$ cat src/common/tipi_params.svh
`ifndef TIPI_PARAMS_SVH
`define TIPI_PARAMS_SVH

// dsr rom size in KiB, 4K is plenty for the real DSR
`define TIPI_DSR_ROM_SIZE_K 4

`define TIPI_DSR_ROM_DEPTH (`TIPI_DSR_ROM_SIZE_K * 1024)

// a[0:2] of the 0x4000 window
`define TIPI_DSR_WINDOW 3'b010

// a[0:12] of the mailbox block 0x5ff8..0x5fff
`define TIPI_REG_BASE 13'h0bff

// cru page, a[0:7]
`define TIPI_CRU_BASE 8'h12

`define TIPI_TD_RESET 8'hab

`endif

$ cat src/common/tipi_link_pkg.sv
`default_nettype none

package tipi_link_pkg;

   // raw pins from the pi
   typedef struct packed {
      logic r_clk;
      logic r_rt;
      logic r_le;
      logic r_dout;
      logic r_dc;
   } rpi_pins_t;

   // levels captured on the pi clock edge
   typedef struct packed {
      logic rt;
      logic le;
      logic dout;
      logic dc;
   } rpi_samp_t;

   typedef struct packed {
      logic [0:7] tc;
      logic [0:7] td;
      logic [0:7] rc;
      logic [0:7] rd;
   } mailbox_t;

   // a[13:15] inside the mailbox block, even addresses unused
   typedef enum logic [2:0] {
      MB_RC = 3'b001,
      MB_RD = 3'b011,
      MB_TC = 3'b101,
      MB_TD = 3'b111
   } mbox_reg_e;

endpackage

`default_nettype wire

$ cat src/rpi_link/tipi_rpi_sync.sv
`default_nettype none

module tipi_rpi_sync (
   input  wire                           clk,
   input  wire                           arst_n_i,
   input  wire tipi_link_pkg::rpi_pins_t pins_i,
   output logic                          tick_o,
   output tipi_link_pkg::rpi_samp_t      samp_o
);

   // newest sample enters at the right
   logic [0:5] clk_hist;
   logic       rise;

   // low for three samples then high, filters glitches on r_clk
   assign rise = (clk_hist[0:3] == 4'b0001);

   always_ff @(posedge clk or negedge arst_n_i) begin
      if (!arst_n_i) begin
         clk_hist <= '0;
         tick_o   <= 1'b0;
         samp_o   <= '0;
      end else begin
         clk_hist <= {clk_hist[1:5], pins_i.r_clk};
         tick_o   <= rise;
         if (rise) begin
            // pi data lines settled long before its clock edge got here
            samp_o.rt   <= pins_i.r_rt;
            samp_o.le   <= pins_i.r_le;
            samp_o.dout <= pins_i.r_dout;
            samp_o.dc   <= pins_i.r_dc;
         end
      end
   end

endmodule

`default_nettype wire

$ cat config.mk
export PLATFORM = sky130hd
export DESIGN_NAME = tipi_rpi_sync
export DESIGN_NICKNAME = d
export VERILOG_FILES = /design/src/common/tipi_params.svh /design/src/common/tipi_link_pkg.sv /design/src/rpi_link/tipi_rpi_sync.sv
export SDC_FILE = /design/constraint.sdc
export NUM_CORES = 1
export LEC_CHECK = 0
export ABC_AREA = 1
export BUFFER_PORTS_ARGS = -buffer_cell sky130_fd_sc_hd__clkbuf_2
export CAP_MARGIN = 0
export CORE_AREA = 10 10 47 49
export DETAILED_ROUTE_END_ITERATION = 7
export DIE_AREA = 0 0 57 59
export PLACE_DENSITY_LB_ADDON = 0.15
export REMOVE_ABC_BUFFERS = 1
export SYNTH_ARGS = -nofsm -noshare
export SYNTH_HDL_FRONTEND = slang
export SYNTH_SLANG_ARGS = --single-unit
$ cat constraint.sdc
create_clock -name clk -period 2.4 [get_ports clk]
set_input_delay 0.12 -clock clk [delete_from_list [all_inputs] [get_ports clk]]
set_output_delay 0.12 -clock clk [all_outputs]
set_load 0.005 [all_outputs]
### Yosys cells after proc, flatten, opt, wreduce, memory -nomap -nowiden

Index checks and enable logic that the tools add are counted.

* register bits after elaboration: 11
* bits of input ports: 7
* output and inout port bits: 5
* word-level logic and storage cells: 7

* eq/ne operators: 1

Operators with widths (count)
* == test 4 x 1 -> 1 bit, second input constant: 1

### Depth between registers and ports, before layout

Gate-level depths: netlist of the first run.

* word-level depth: 1
* depth in mapped cells: 5
* mapped depth without buffers: 5

### Least setup slack after synthesis of the first run

Ideal clock, no wire load.

* path kind: register to register
* start: register clk_hist[2] (netlist bit)
* end: register samp_o[0] (netlist bit)
* library setup time: 116 ps
* arrival: 742 ps
* required time: 2284 ps
* path slack: 1541 ps
* cell stages (with the launch flop): 5
* buffers on the path: 0
* clock period less this slack: 859 ps
* path through: dfrtp_1 > nor2_2 > nand2_2 > nand2_1 > nand2_1

* word-level cells in the longest chain between the ends: 1

Ends and longest elaborated chain
* start: declaration: RTL line tipi_rpi_sync.sv:12 `logic [0:5] clk_hist;`
* start signal: assignment: RTL line tipi_rpi_sync.sv:24 `clk_hist <= {clk_hist[1:5], pins_i.r_clk};`
* == test 4 x 1 -> 1 bit: RTL line tipi_rpi_sync.sv:16 `assign rise = (clk_hist[0:3] == 4'b0001);`
* end: declaration: RTL line tipi_rpi_sync.sv:8 `output tipi_link_pkg::rpi_samp_t samp_o`

Every way passes these cells.
A chain may end at the register's enable or synchronous reset.

### Worst setup path after layout of the first run

* start: register clk_hist[1] (netlist bit)
* end: register samp_o[3] (netlist bit)

Same word-level chain as after synthesis.

==> results.md, run 1 <==
- The via count of the first global-routing pass is 237.
- The count of mapped cells out of synthesis is 28.
- Compared with the post-synthesis result, the final layout area differs by 34.5%.
- The worst hold path was traced through 3 stages.
- Subtracting the final worst setup slack from the clock period gives 969 ps.
- The area used by multi-input combinational logic is 68.8 um2.
- The number of post-CTS setup repair buffers is 0.
- The commonest cells after synthesis are dfrtp_1, nand2_1, nand3_1.
- The most common cell in the netlist is dfrtp_1.
- The startpoint of the most critical register-to-register path is clk_hist[1]$_DFF_PN0_.
- The signal on the critical path passes through nor2_2, nand2_2, nand2_1, nand2_1.
- Tracing the worst setup path back leads to its startpoint at clk_hist[1]$_DFF_PN0_.
- The wire-length estimate of the detail-placed layout is 547 um.
- The setup clock skew after layout is 9.67 ps.
- Counting flops and latches in the post-synthesis netlist gives 11.
- The first-pass GRT wire length is 1120 um.
- The number of antenna violations at the first check in global routing is 0.
- The number of failing hold endpoints at the final stage came to 0.
- The number of sinks on the clock net is 11.
- Yosys attributes the largest share of cell area to dfrtp_1, nand2_1, nand3_1, nor2_2, inv_1.
- The filler cells instantiated in the layout total 156.
- The remaining max-slew budget at the tightest pin is 81.5%.
- The flow ran to the end, and the final reports show no timing, DRC or antenna violations.
- The cell type contributing the most total cell area after synthesis is dfrtp_1.
- The synthesized design devotes to its leading area cell type 78.3% of total area.
- The count of flip-flops with a built-in enable after synthesis is 0.
- Across the run, the number of max-cap violations was 0.
- The biggest cell delay along the critical path is 390 ps.
- The synthesized netlist occupies a cell area of 352 um2.
- The floorplan row count is 14.
- Of the cells placed in the final design, the portion with a size suffix greater than 1 is 37.8%.
- The number of clock buffers added by TritonCTS is 3.
- In the global route stage, overall resource usage came out at 4.71%.
- CTS built an H-tree with a depth of 1.
- The total negative slack for setup checks is 0 ps.
- The final non-filler cell total is 61.
- Each instance of the synthesized netlist takes up on average 12.6 um2.
- For the pin with the worst max-slew slack, the measured transition is 277 ps.
- The clock reaches the later pin of the worst-skew pair after 270 ps.
- The critical path class is register to register.
- The total non-filler cell area in the finished layout is 473 um2.
- The netlist uses 6 different library cells.
- For this run the aggregate overflow at the end of global routing stands at 0.
- The detailed router's first-iteration violation count is 3.
- The repair_antennas step left the layout with diodes totalling 0.
- The classification of the worst-slack hold path is input pin to register.
- The sequential-to-total area share from yosys stat is 78.3%.
- At the end of the flow the core is filled with cells to 33.8%.
- The most common cell type on the critical path is nand2_1.
- In the synthesized netlist the async set-or-reset flop fraction comes to 100%.
- The maximum fanout along the worst path is 5.
- The initial utilization of the core area, before any placement, comes to 25.1%.
- The die covers 3360 um2.
- The residual antenna-violating net count after detailed routing is 0.
- The arrival time at the worst endpoint is 1120 ps.
- The clock tree from TritonCTS is yes.
- The total via count after detailed routing is 236.
- The launch point of the worst hold path is pins_i[2].
- On the critical path, the stage with the largest delay is an instance of dfrtp_1.
- After detailed routing, the number of vias per cell comes to 3.87.
- The routed wire length per instance is 11.5 um.
- The clock passes through at most 2 buffers.
- For this design the static power due to leakage is 0.256 nW.
- The total instance count after detailed placement is 55.
- The worst ir drop on vdd is 0.343 mV.
- STA classifies the critical path endpoint as a register.
- For this run, the top clock speed supported by timing is 1.03 GHz.
- The remaining routing DRC violations is 0.
- The number of cells traversed by the worst register-to-register path is 4.
- In this run the horizontal extent of the chip is 57 um.
- For this run, the number of Yosys warnings is 0.
- For this run, the leading register cell type out of synthesis is dfrtp_1.
- Routability-driven placement finished with a final weighted congestion of 0.697.
- The routed wire length is 704 um.
- STA classifies the critical path startpoint as a register.
- The final critical-path share of the clock period is 40.4%.
- The total power of the final layout is 377 uW.
- The chip height is 59 um.
- The register clock-pin slew on the reported worst setup and hold paths is 70 ps.
- The power density relative to cell area is 797 nW/um2.
- The total iterations of the first detailed-routing run is 4.
- The sequential cells in the finished layout cover a total of 275 um2.
- The clock root buffer master is clkbuf_4.
- The final layout contains 53 nets.
- The core outline area is 1400 um2.
- The number of buffers added to fix hold violations after cts is 2.
- The post-cts resize count is 0.
- The number of input and output port buffers inserted is 11.
- The final setup violation count is 0.
- The count of pins over their slew limit is 0.
- The required time of the critical path is 2550 ps.
- Setup repair after global routing left no endpoint under its margin.
- The cell area after placement is 427 um2.
- Entering global routing, the biggest net connects 12 pins.
- The number of top-level pins is 12.
final cells by class:
type	count	area share (%)
timing repair buffer	13	15.9
tap	16	4.23
clock buffer	4	5.56
sequential	11	58.2
multi-input combinational	15	14.6
inverter	2	1.59
sequential cells by signal, summed over array words and instances (netlist names):
register,count
clk_hist,6
tick_o,1
samp_o,4
through the flow:
stage                     worst slack (ps)  hold WS [ps]
after floorplan                       1540          -176
after global placement                1490         -3.15
after detailed placement              1450          7.72
after CTS                             1430          73.6
after global routing                  1360          69.5
final                                 1430          76.7
cells by family after synthesis:
kind of cell           count (synthesis)  share of synthesized area, %
and+or+nand+nor                       15                          19.6
buffers and inverters                  2                          2.14
DFF                                   11                          78.3
worst paths after layout:
check	end	slack, ps
setup / recovery	samp_o[3]$_DFFE_PN0N_	1430
hold / removal	samp_o[2]$_DFFE_PN0N_	80
setup reg to reg	samp_o[3]$_DFFE_PN0N_	1430
hold reg to reg	clk_hist[3]$_DFF_PN0_	350
max in group asynchronous	samp_o[1]$_DFFE_PN0N_	1920
min in group asynchronous	samp_o[2]$_DFFE_PN0N_	260
per-layer routing:
layer  GRT usage (%)  vias to the layer above  share of wire [%]
li1                -                      122                  -
met1            4.50                      103                 40
met2            6.36                        9                 46
met3            4.51                        2                 12
met4            3.02                        0                1.3
met5               0                        -                  0
critical path, delay by kind of cell, from the launching register on:
kind             cells  cell delay, ps
flip-flops           1             390
AND/OR/NAND/NOR      4             470
power breakdown:
part	switching (mW)	internal, mW
combinational	0.0216	0.0205
sequential	0.00951	0.204
clock	0.0574	0.0642
total	0.0886	0.289
cell usage in the layout (no fill, tap or decap), drive strengths merged:
cell,instances
inv,2
dlygate4sd3,2
nand3,4
nand2,9
dfrtp,11
nor2,2
clkbuf,15
No activity file was read; power rests on OpenSTA's default activity.
==> inputs of run 2 (changes only) <==
Settings changed: ABC_AREA 1 to 0.
Clock period 2.4 ns to 0.84 ns, I/O delays scaled along.
==> run 2 against run 1 <==
  * The flow now finishes with violations (setup timing)
  * Clock power grew to 2.9 times the previous value
  * Wire length is 12% lower
  * Sequential cell count stayed put
  * Die area stayed put
  * Final area is 5.6% higher
  * Sequential power grew to 2.9 times the previous value
  * Clock skew is 7.4 ps lower
  * Fmax is 22% lower
  * Via count is 18% lower
  * Non-clock buffer count is 2 higher
  * Combinational power grew to 3.8 times the previous value
  * Worst hold slack worse by 67 ps
  * Largest cell class unchanged
==> results.md, run 2 <==
- Run status: complete, but fails checks (was finished clean).
- The final reports fail on setup timing.
- The remaining max-slew budget at the tightest pin is 82.0% (was 81.5%).
- The standby leakage power came to 0.247 nW (was 0.256 nW).
- The fraction of registers with async set/reset came to 100% (unchanged).
- The number of top-level pins was 12 (unchanged).
- The average instance area after synthesis came to 21.5 um2 (was 12.6 um2).
- The routed wire length per instance was 12.2 um (was 11.5 um).
- The kind of end point of the critical path is a register (unchanged).
- The mean number of vias per cell is 3.80 (was 3.87).
- The total power of the final layout was 1.13 mW (was 377 uW).
- The clock root buffer master is clkbuf_4 (unchanged).
- The required time of the critical path is 990 ps (was 2550 ps).
- The remaining routing DRC violations came to 0 (unchanged).
- The share of Yosys cell area claimed by the top area cell type is 80.0% (was 78.3%).
- The share of cells above drive strength 1 was 60.0% (was 37.8%).
- The number of buffers created by CTS was 3 (unchanged).
- The number of failing hold endpoints at the final stage is 0 (unchanged).
- The number of input and output port buffers inserted came to 11 (unchanged).
- The cell type contributing the most total cell area after synthesis is dfrtp_1 (unchanged).
- The pin slew with the least headroom to its limit is 270 ps (was 277 ps).
- The final cell utilization of the core was 35.6% (was 33.8%).
- The via count of the first global-routing pass came to 229 (was 237).
- The cell area after placement is 427 um2 (unchanged).
- The core outline area was 1400 um2 (unchanged).
- The worst setup slack before clock tree synthesis is -497 ps (was 1450 ps).
- The total via count after detailed routing came to 194 (was 236).
- The total iterations of the first detailed-routing run is 1 (was 4).
- The number of max-cap violations is 0 (unchanged).
- The residual antenna-violating net count after detailed routing is 0 (unchanged).
- The last weighted congestion value of the routability-driven placer is 0.620 (was 0.697).
- The detailed router's first-iteration violation count is 0 (was 3).
- The total non-filler cell area in the finished layout came to 499 um2 (was 473 um2).
- The unique cell type count in the Yosys netlist came to 3 (was 6).
- The dominant register cell in the synthesized netlist is dfrtp_1 (unchanged).
- The routed wire length is 620 um (was 704 um).
- The number of diodes added for antenna fixing is 0 (unchanged).
- The critical path class is register to register (unchanged).
- The floorplan row count is 14 (unchanged).
- The largest net degree at the start of global routing came to 12 (unchanged).
- The highest achievable clock rate is 0.807 GHz (was 1.03 GHz).
- The global-route total usage across every layer is 4.18% (was 4.71%).
- The leftover overflow at the end of global routing is 0 (unchanged).
- The register clock-pin slew on the reported worst setup and hold paths came to 70 ps (about the same).
- The effective utilization at floorplan is 24.6% (was 25.1%).
- The area of the die is 3360 um2 (unchanged).
- The count of pins over their slew limit is 0 (unchanged).
- The worst hold slack is 9.16 ps (was 76.7 ps).
- The cell area after technology mapping is 344 um2 (was 352 um2).
- The sequential-to-total area share from yosys stat is 80.0% (was 78.3%).
- The width of the die was 57 um (unchanged).
- The final setup violation count is 5 (was 0).
- The clock tree from TritonCTS is yes (unchanged).
- Most numerous cell types in the synthesized netlist: dfrtp_1, mux2_2, nor4b_4 (was dfrtp_1, nand2_1, nand3_1).
- The final critical-path share of the clock period was 148% (was 40.4%).
- The setup clock skew after layout is 2.22 ps (was 9.67 ps).
- Area contributors post-synth: dfrtp_1, mux2_2, nor4b_4 (was dfrtp_1, nand2_1, nand3_1, nor2_2, inv_1).
- The classification of the worst-slack hold path is input pin to register (unchanged).
- The number of flip-flops and latches in the synthesized netlist is 11 (unchanged).
- The power density relative to cell area is 2270 nW/um2 (was 797 nW/um2).
- Commonest cells after routing, fill and taps aside: dfrtp_1, clkbuf_2, mux2_4, clkbuf_4, dlygate4sd3_1 (was dfrtp_1, clkbuf_2, nand2_1, nand3_1, clkbuf_4).
- The post-route worst setup slack is -400 ps (was 1430 ps).
- The area added between synthesis and finish is 45.1% (was 34.5%).
- The number of flip-flops under the largest register name is 6 (unchanged).
- The number of sinks on the clock net is 11 (unchanged).
- The count of synthesis-stage warnings from yosys was 0 (unchanged).
- The minimum clock period is 1240 ps (was 969 ps).
- The number of antenna violations at the first check in global routing came to 0 (unchanged).
- The H-tree level count is 1 (unchanged).
- RSZ-0062 raised after global routing: true (was false).
- The clock latency on the worst-skew pair was 260 ps (was 270 ps).
- The net count of the finished layout is 43 (was 53).
- The worst ir drop on vdd is 0.708 mV (was 0.343 mV).
- The most common cell in the netlist is dfrtp_1 (unchanged).
- The largest register by flop count is clk_hist (unchanged).
- The total negative slack for setup checks is -1650 ps (was 0 ps).
- The startpoint type of the worst setup path is a register (unchanged).
- Largest registers ranked by flip-flop count: clk_hist (6), samp_o (4), tick_o (1) (unchanged).
- The arrival time at the worst endpoint is 1390 ps (was 1120 ps).
- The maximum fanout along the worst path is 5 (unchanged).
- The first-pass GRT wire length is 1080 um (was 1120 um).
- The maximum number of buffers from clock root to sink is 2 (unchanged).
- The final non-filler cell total is 51 (was 61).
- The count of mapped cells out of synthesis is 16 (was 28).
- The total instance count after detailed placement was 44 (was 55).
- The chip height is 59 um (unchanged).
- The count of flip-flops with a built-in enable after synthesis is 0 (unchanged).
-- run 2: cell types whose count changed after synthesis --
| cell | previous run | this run |
|---|---|---|
| nand2_1 | 8 | 0 |
| inv_1 | 2 | 0 |
| mux2_2 | 0 | 4 |
| nor4b_4 | 0 | 1 |
| nor2_2 | 2 | 0 |
| nand3_1 | 4 | 0 |
| nand2_2 | 1 | 0 |
-- run 2: routing by layer --
| layer | global-route usage, % | routed length, um |
|---|---|---|
| met1 | 5.21 | 286 |
| met2 | 4.50 | 273 |
| met3 | 3.22 | 60 |
| met4 | 3.02 | 0 |
| met5 | 0 | 0 |
-- run 2: logic make-up after synthesis --
kind of cell,Yosys count,share of synthesized area (%)
mux,4,13.1
flops,11,80.0
simple gates,1,6.91
-- run 2: report_power, final --
part	leakage (nW)	internal [mW]	total (mW)	switching (mW)
registers	0.131	0.588	0.619	0.0314
clock network	0.0150	0.183	0.352	0.169
logic	0.101	0.108	0.160	0.0527
-- run 2: final timing paths --
path | startpoint | to | slack [ps] | depth (start not counted)
min in group asynchronous | arst_n_i | samp_o[1]$_DFFE_PN0N_ | 180 | 2
max in group asynchronous | arst_n_i | clk_hist[3]$_DFF_PN0_ | 450 | 2
hold / removal | pins_i[1] | samp_o[1]$_DFFE_PN0N_ | 9 | 2
setup / recovery | clk_hist[0]$_DFF_PN0_ | samp_o[2]$_DFFE_PN0N_ | -400 | 3
hold reg to reg | clk_hist[5]$_DFF_PN0_ | clk_hist[4]$_DFF_PN0_ | 350 | 0
setup reg to reg | clk_hist[0]$_DFF_PN0_ | samp_o[2]$_DFFE_PN0N_ | -400 | 3
-- run 2: layout make-up --
class                           instances  area [um2]
Sequential cell                        11         275
Timing Repair Buffer                   15        93.8
Tap cell                               16        20.0
Fill cell                             149         902
Multi-Input combinational cell          5        83.8
Clock buffer                            4        26.3
-- run 2: critical path: stages, from the launching register on --
cell	delay, ps
dfrtp_1	390
nor4b_4	280
buf_6	160
mux2_4	290
-- run 2: what timing repair did --
item,CTS,global route
hold buffers,2,0
resized for setup,4,1
setup buffers,1,0
hold endpoints to repair,12,0
pin swaps,1,0
endpoints found under the setup margin,5,7
==> inputs of run 3 (changes only) <==
Settings changed: REMOVE_ABC_BUFFERS 1 to unset.
==> run 3 against run 2 <==
  * The run still ends with setup timing left
  * Total power rose by 0.69%
  * Via count rose by 12%
  * Non-clock buffer count increased by 3
  * First-iteration DRC count did not move
  * Combinational power grew 6%
  * Wire length fell by 1.8%
  * Count of clock-buffer cells in the layout down 1
  * Final cell count increased by 5.9%
  * Register-to-register slack got worse by 20 ps
  * Critical path depth unchanged
  * Critical endpoint is now samp_o[3]$_DFFE_PN0N_
  * Largest cell class unchanged
==> results.md, run 3 (synthesis results as in run 2) <==
- The maximum number of buffers from clock root to sink was 2 (unchanged).
- The number of cells traversed by the worst register-to-register path was 3 (unchanged).
- The worst hold slack was 13.6 ps (was 9.16 ps).
- The critical path class was register to register (unchanged).
- The clock root buffer master is clkbuf_4 (unchanged).
- The maximum fanout along the worst path was 5 (unchanged).
- The highest achievable clock rate was 0.792 GHz (was 0.807 GHz).
- The cell with the largest stage delay on the worst path is dfrtp_1 (unchanged).
- The number of antenna violations at the first check in global routing came to 0 (unchanged).
- The number of sinks on the clock net is 11 (unchanged).
- The classification of the worst-slack hold path was input pin to register (unchanged).
- The area used by multi-input combinational logic is 83.8 um2 (unchanged).
- The reg-to-reg setup timing slack is -420 ps (was -400 ps).
- The total negative slack for setup checks came to -1750 ps (was -1650 ps).
- The share of cells above drive strength 1 was 60.5% (was 60.0%).
- The detailed router's first-iteration violation count is 0 (unchanged).
- The chip height was 59 um (unchanged).
- Worst path cell trace: nor4b_4, buf_6, mux2_4 (unchanged).
- The post-synth net total is 23.
- The destination of the worst register-to-register timing path is samp_o[3]$_DFFE_PN0N_ (was samp_o[2]$_DFFE_PN0N_).
- The final cell utilization of the core is 37.7% (was 35.6%).
- Violated checks: setup timing (unchanged).
- The effective utilization at floorplan was 24.6% (unchanged).
- The largest register by flop count is clk_hist (unchanged).
- The first-pass GRT wire length is 1050 um (was 1080 um).
- The clock latency on the worst-skew pair was 260 ps (about the same).
- The leftover overflow at the end of global routing was 0 (unchanged).
- The routed wire length was 609 um (was 620 um).
- The final setup violation count is 5 (unchanged).
- The total area of sequential cells is 275 um2 (unchanged).
- The remaining max-slew budget at the tightest pin is 82.4% (was 82.0%).
- The number of failing hold endpoints at the final stage is 0 (unchanged).
- The final critical-path share of the clock period is 150% (was 148%).
- The register clock-pin slew on the reported worst setup and hold paths is 70 ps (about the same).
- The post-route worst setup slack is -422 ps (was -400 ps).
- The worst ir drop on vdd is 0.978 mV (was 0.708 mV).
- The number of input and output port buffers inserted is 11 (unchanged).
- The width of the die was 57 um (unchanged).
- The mean number of vias per cell was 4.02 (was 3.80).
- The number of flip-flops under the largest register name is 6 (unchanged).
- The area of the die is 3360 um2 (unchanged).
- The worst hold path stage count is 2 (unchanged).
- The core outline area was 1400 um2 (unchanged).
- The number of buffers created by CTS is 3 (unchanged).
- The capture endpoint of the worst hold path is samp_o[1]$_DFFE_PN0N_ (unchanged).
- Run status: complete, but fails checks (unchanged).
- The setup clock skew after layout is 4.34 ps (was 2.22 ps).
- The standby leakage power is 0.263 nW (was 0.247 nW).
- The total iterations of the first detailed-routing run is 1 (unchanged).
- The kind of end point of the critical path is a register (unchanged).
- The total power of the final layout is 1.14 mW (was 1.13 mW).
- The number of diodes added for antenna fixing was 0 (unchanged).
- The area added between synthesis and finish is 53.5% (was 45.1%).
- The global-route total usage across every layer is 4.14% (was 4.18%).
- The total via count after detailed routing is 217 (was 194).
- The startpoint type of the worst setup path was a register (unchanged).
- The largest net degree at the start of global routing is 12 (unchanged).
- The count of buffer and inverter cells on the critical path is 1 (unchanged).
- RSZ-0062 raised after global routing: true (unchanged).
- The net count of the finished layout is 46 (was 43).
- The launch point of the worst hold path is pins_i[1] (unchanged).
- The H-tree level count is 1 (unchanged).
- The startpoint of the most critical register-to-register path is clk_hist[2]$_DFF_PN0_ (was clk_hist[0]$_DFF_PN0_).
- The clock tree from TritonCTS is yes (unchanged).
- The kind of cell adding the most delay to the critical path is flip-flops (unchanged).
- The via count of the first global-routing pass came to 263 (was 229).
- The pin slew with the least headroom to its limit is 264 ps (was 270 ps).
- The last weighted congestion value of the routability-driven placer came to 0.585 (was 0.620).
- The power density relative to cell area was 2160 nW/um2 (was 2270 nW/um2).
- The biggest cell delay along the critical path is 410 ps (was 390 ps).
- The required time of the critical path was 990 ps (about the same).
- The count of pins over their slew limit is 0 (unchanged).
- The remaining routing DRC violations is 0 (unchanged).
- The arrival time at the worst endpoint was 1410 ps (was 1390 ps).
- The routed wire length per instance was 11.3 um (was 12.2 um).
- Largest registers ranked by flip-flop count: clk_hist (6), samp_o (4), tick_o (1) (unchanged).
- The count of filler cells inserted in the layout is 141 (was 149).
- The number of max-cap violations is 0 (unchanged).
- The minimum clock period is 1260 ps (was 1240 ps).
- The floorplan row count was 14 (unchanged).
- Commonest cells after routing, fill and taps aside: dfrtp_1, clkbuf_2, mux2_4, dlygate4sd3_1, clkbuf_4 (was dfrtp_1, clkbuf_2, mux2_4, clkbuf_4, dlygate4sd3_1).
- The number of top-level pins is 12 (unchanged).
- The residual antenna-violating net count after detailed routing was 0 (unchanged).
run 3: cell count changes in the layout (fill, tap and decap cells not counted), sizes merged:
cell / delta
clkinv: +1
buf: +1
clkbuf: -1
dlygate4sd3: +2
run 3: how the worst max path moves through the flow:
stage	slack, ps	start	cells after the start	end
after floorplan	-390	clk_hist[0]$_DFF_PN0_	2	samp_o[0]$_DFFE_PN0N_
after global placement	-470	clk_hist[0]$_DFF_PN0_	2	samp_o[1]$_DFFE_PN0N_
after detailed placement	-490	clk_hist[0]$_DFF_PN0_	2	samp_o[3]$_DFFE_PN0N_
after CTS	-430	clk_hist[2]$_DFF_PN0_	3	samp_o[3]$_DFFE_PN0N_
after global routing	-500	clk_hist[2]$_DFF_PN0_	3	samp_o[3]$_DFFE_PN0N_
final	-420	clk_hist[2]$_DFF_PN0_	3	samp_o[3]$_DFFE_PN0N_
run 3: power by group:
part,internal (mW),switching (mW)
Clock,0.176,0.175
Combinational,0.116,0.0533
Sequential,0.588,0.0319
Total,0.880,0.260
run 3: metal layers:
metal | part of all wire, % | global-route usage (%) | up-vias
met2 | 44 | 5.58 | 11
met5 | 0 | 0 | -
met1 | 42 | 3.76 | 107
met4 | 0 | 4.03 | 0
met3 | 14 | 3.43 | 0
li1 | - | - | 99
run 3: what timing repair did:
| item | CTS | global route |
|---|---|---|
| resized for setup | 5 | 0 |
| buffers inserted | 1 | 0 |
| gates cloned | 0 | 0 |
| hold buffers | 3 | 1 |
| pin swaps | 1 | 0 |
| endpoints found under the hold margin | 13 | 1 |
| endpoints found under the setup margin | 5 | 8 |
run 3: per-stage QoR:
stage | cells | instance area [um2] | worst slack (ps)
after floorplan | 16 | 344 | -389
after global placement | 45 | 434 | -468
after detailed placement | 45 | 434 | -493
after CTS | 53 | 518 | -434
after global routing | 54 | 528 | -505
final | 54 | 528 | -422
run 3: layout make-up:
type	count	area share, %
Clock buffer	3	4.27
Timing Repair Buffer	18	23.0
Multi-Input combinational cell	5	15.9
Clock inverter	1	0.948
Tap cell	16	3.79
Sequential cell	11	52.1
run 3: worst reg2reg max path: cells and delay by family (launching register included):
| family | cells | cell delay (ps) |
|---|---|---|
| buf+inv | 1 | 160 |
| mux | 1 | 290 |
| flops | 1 | 410 |
| simple gates | 1 | 290 |
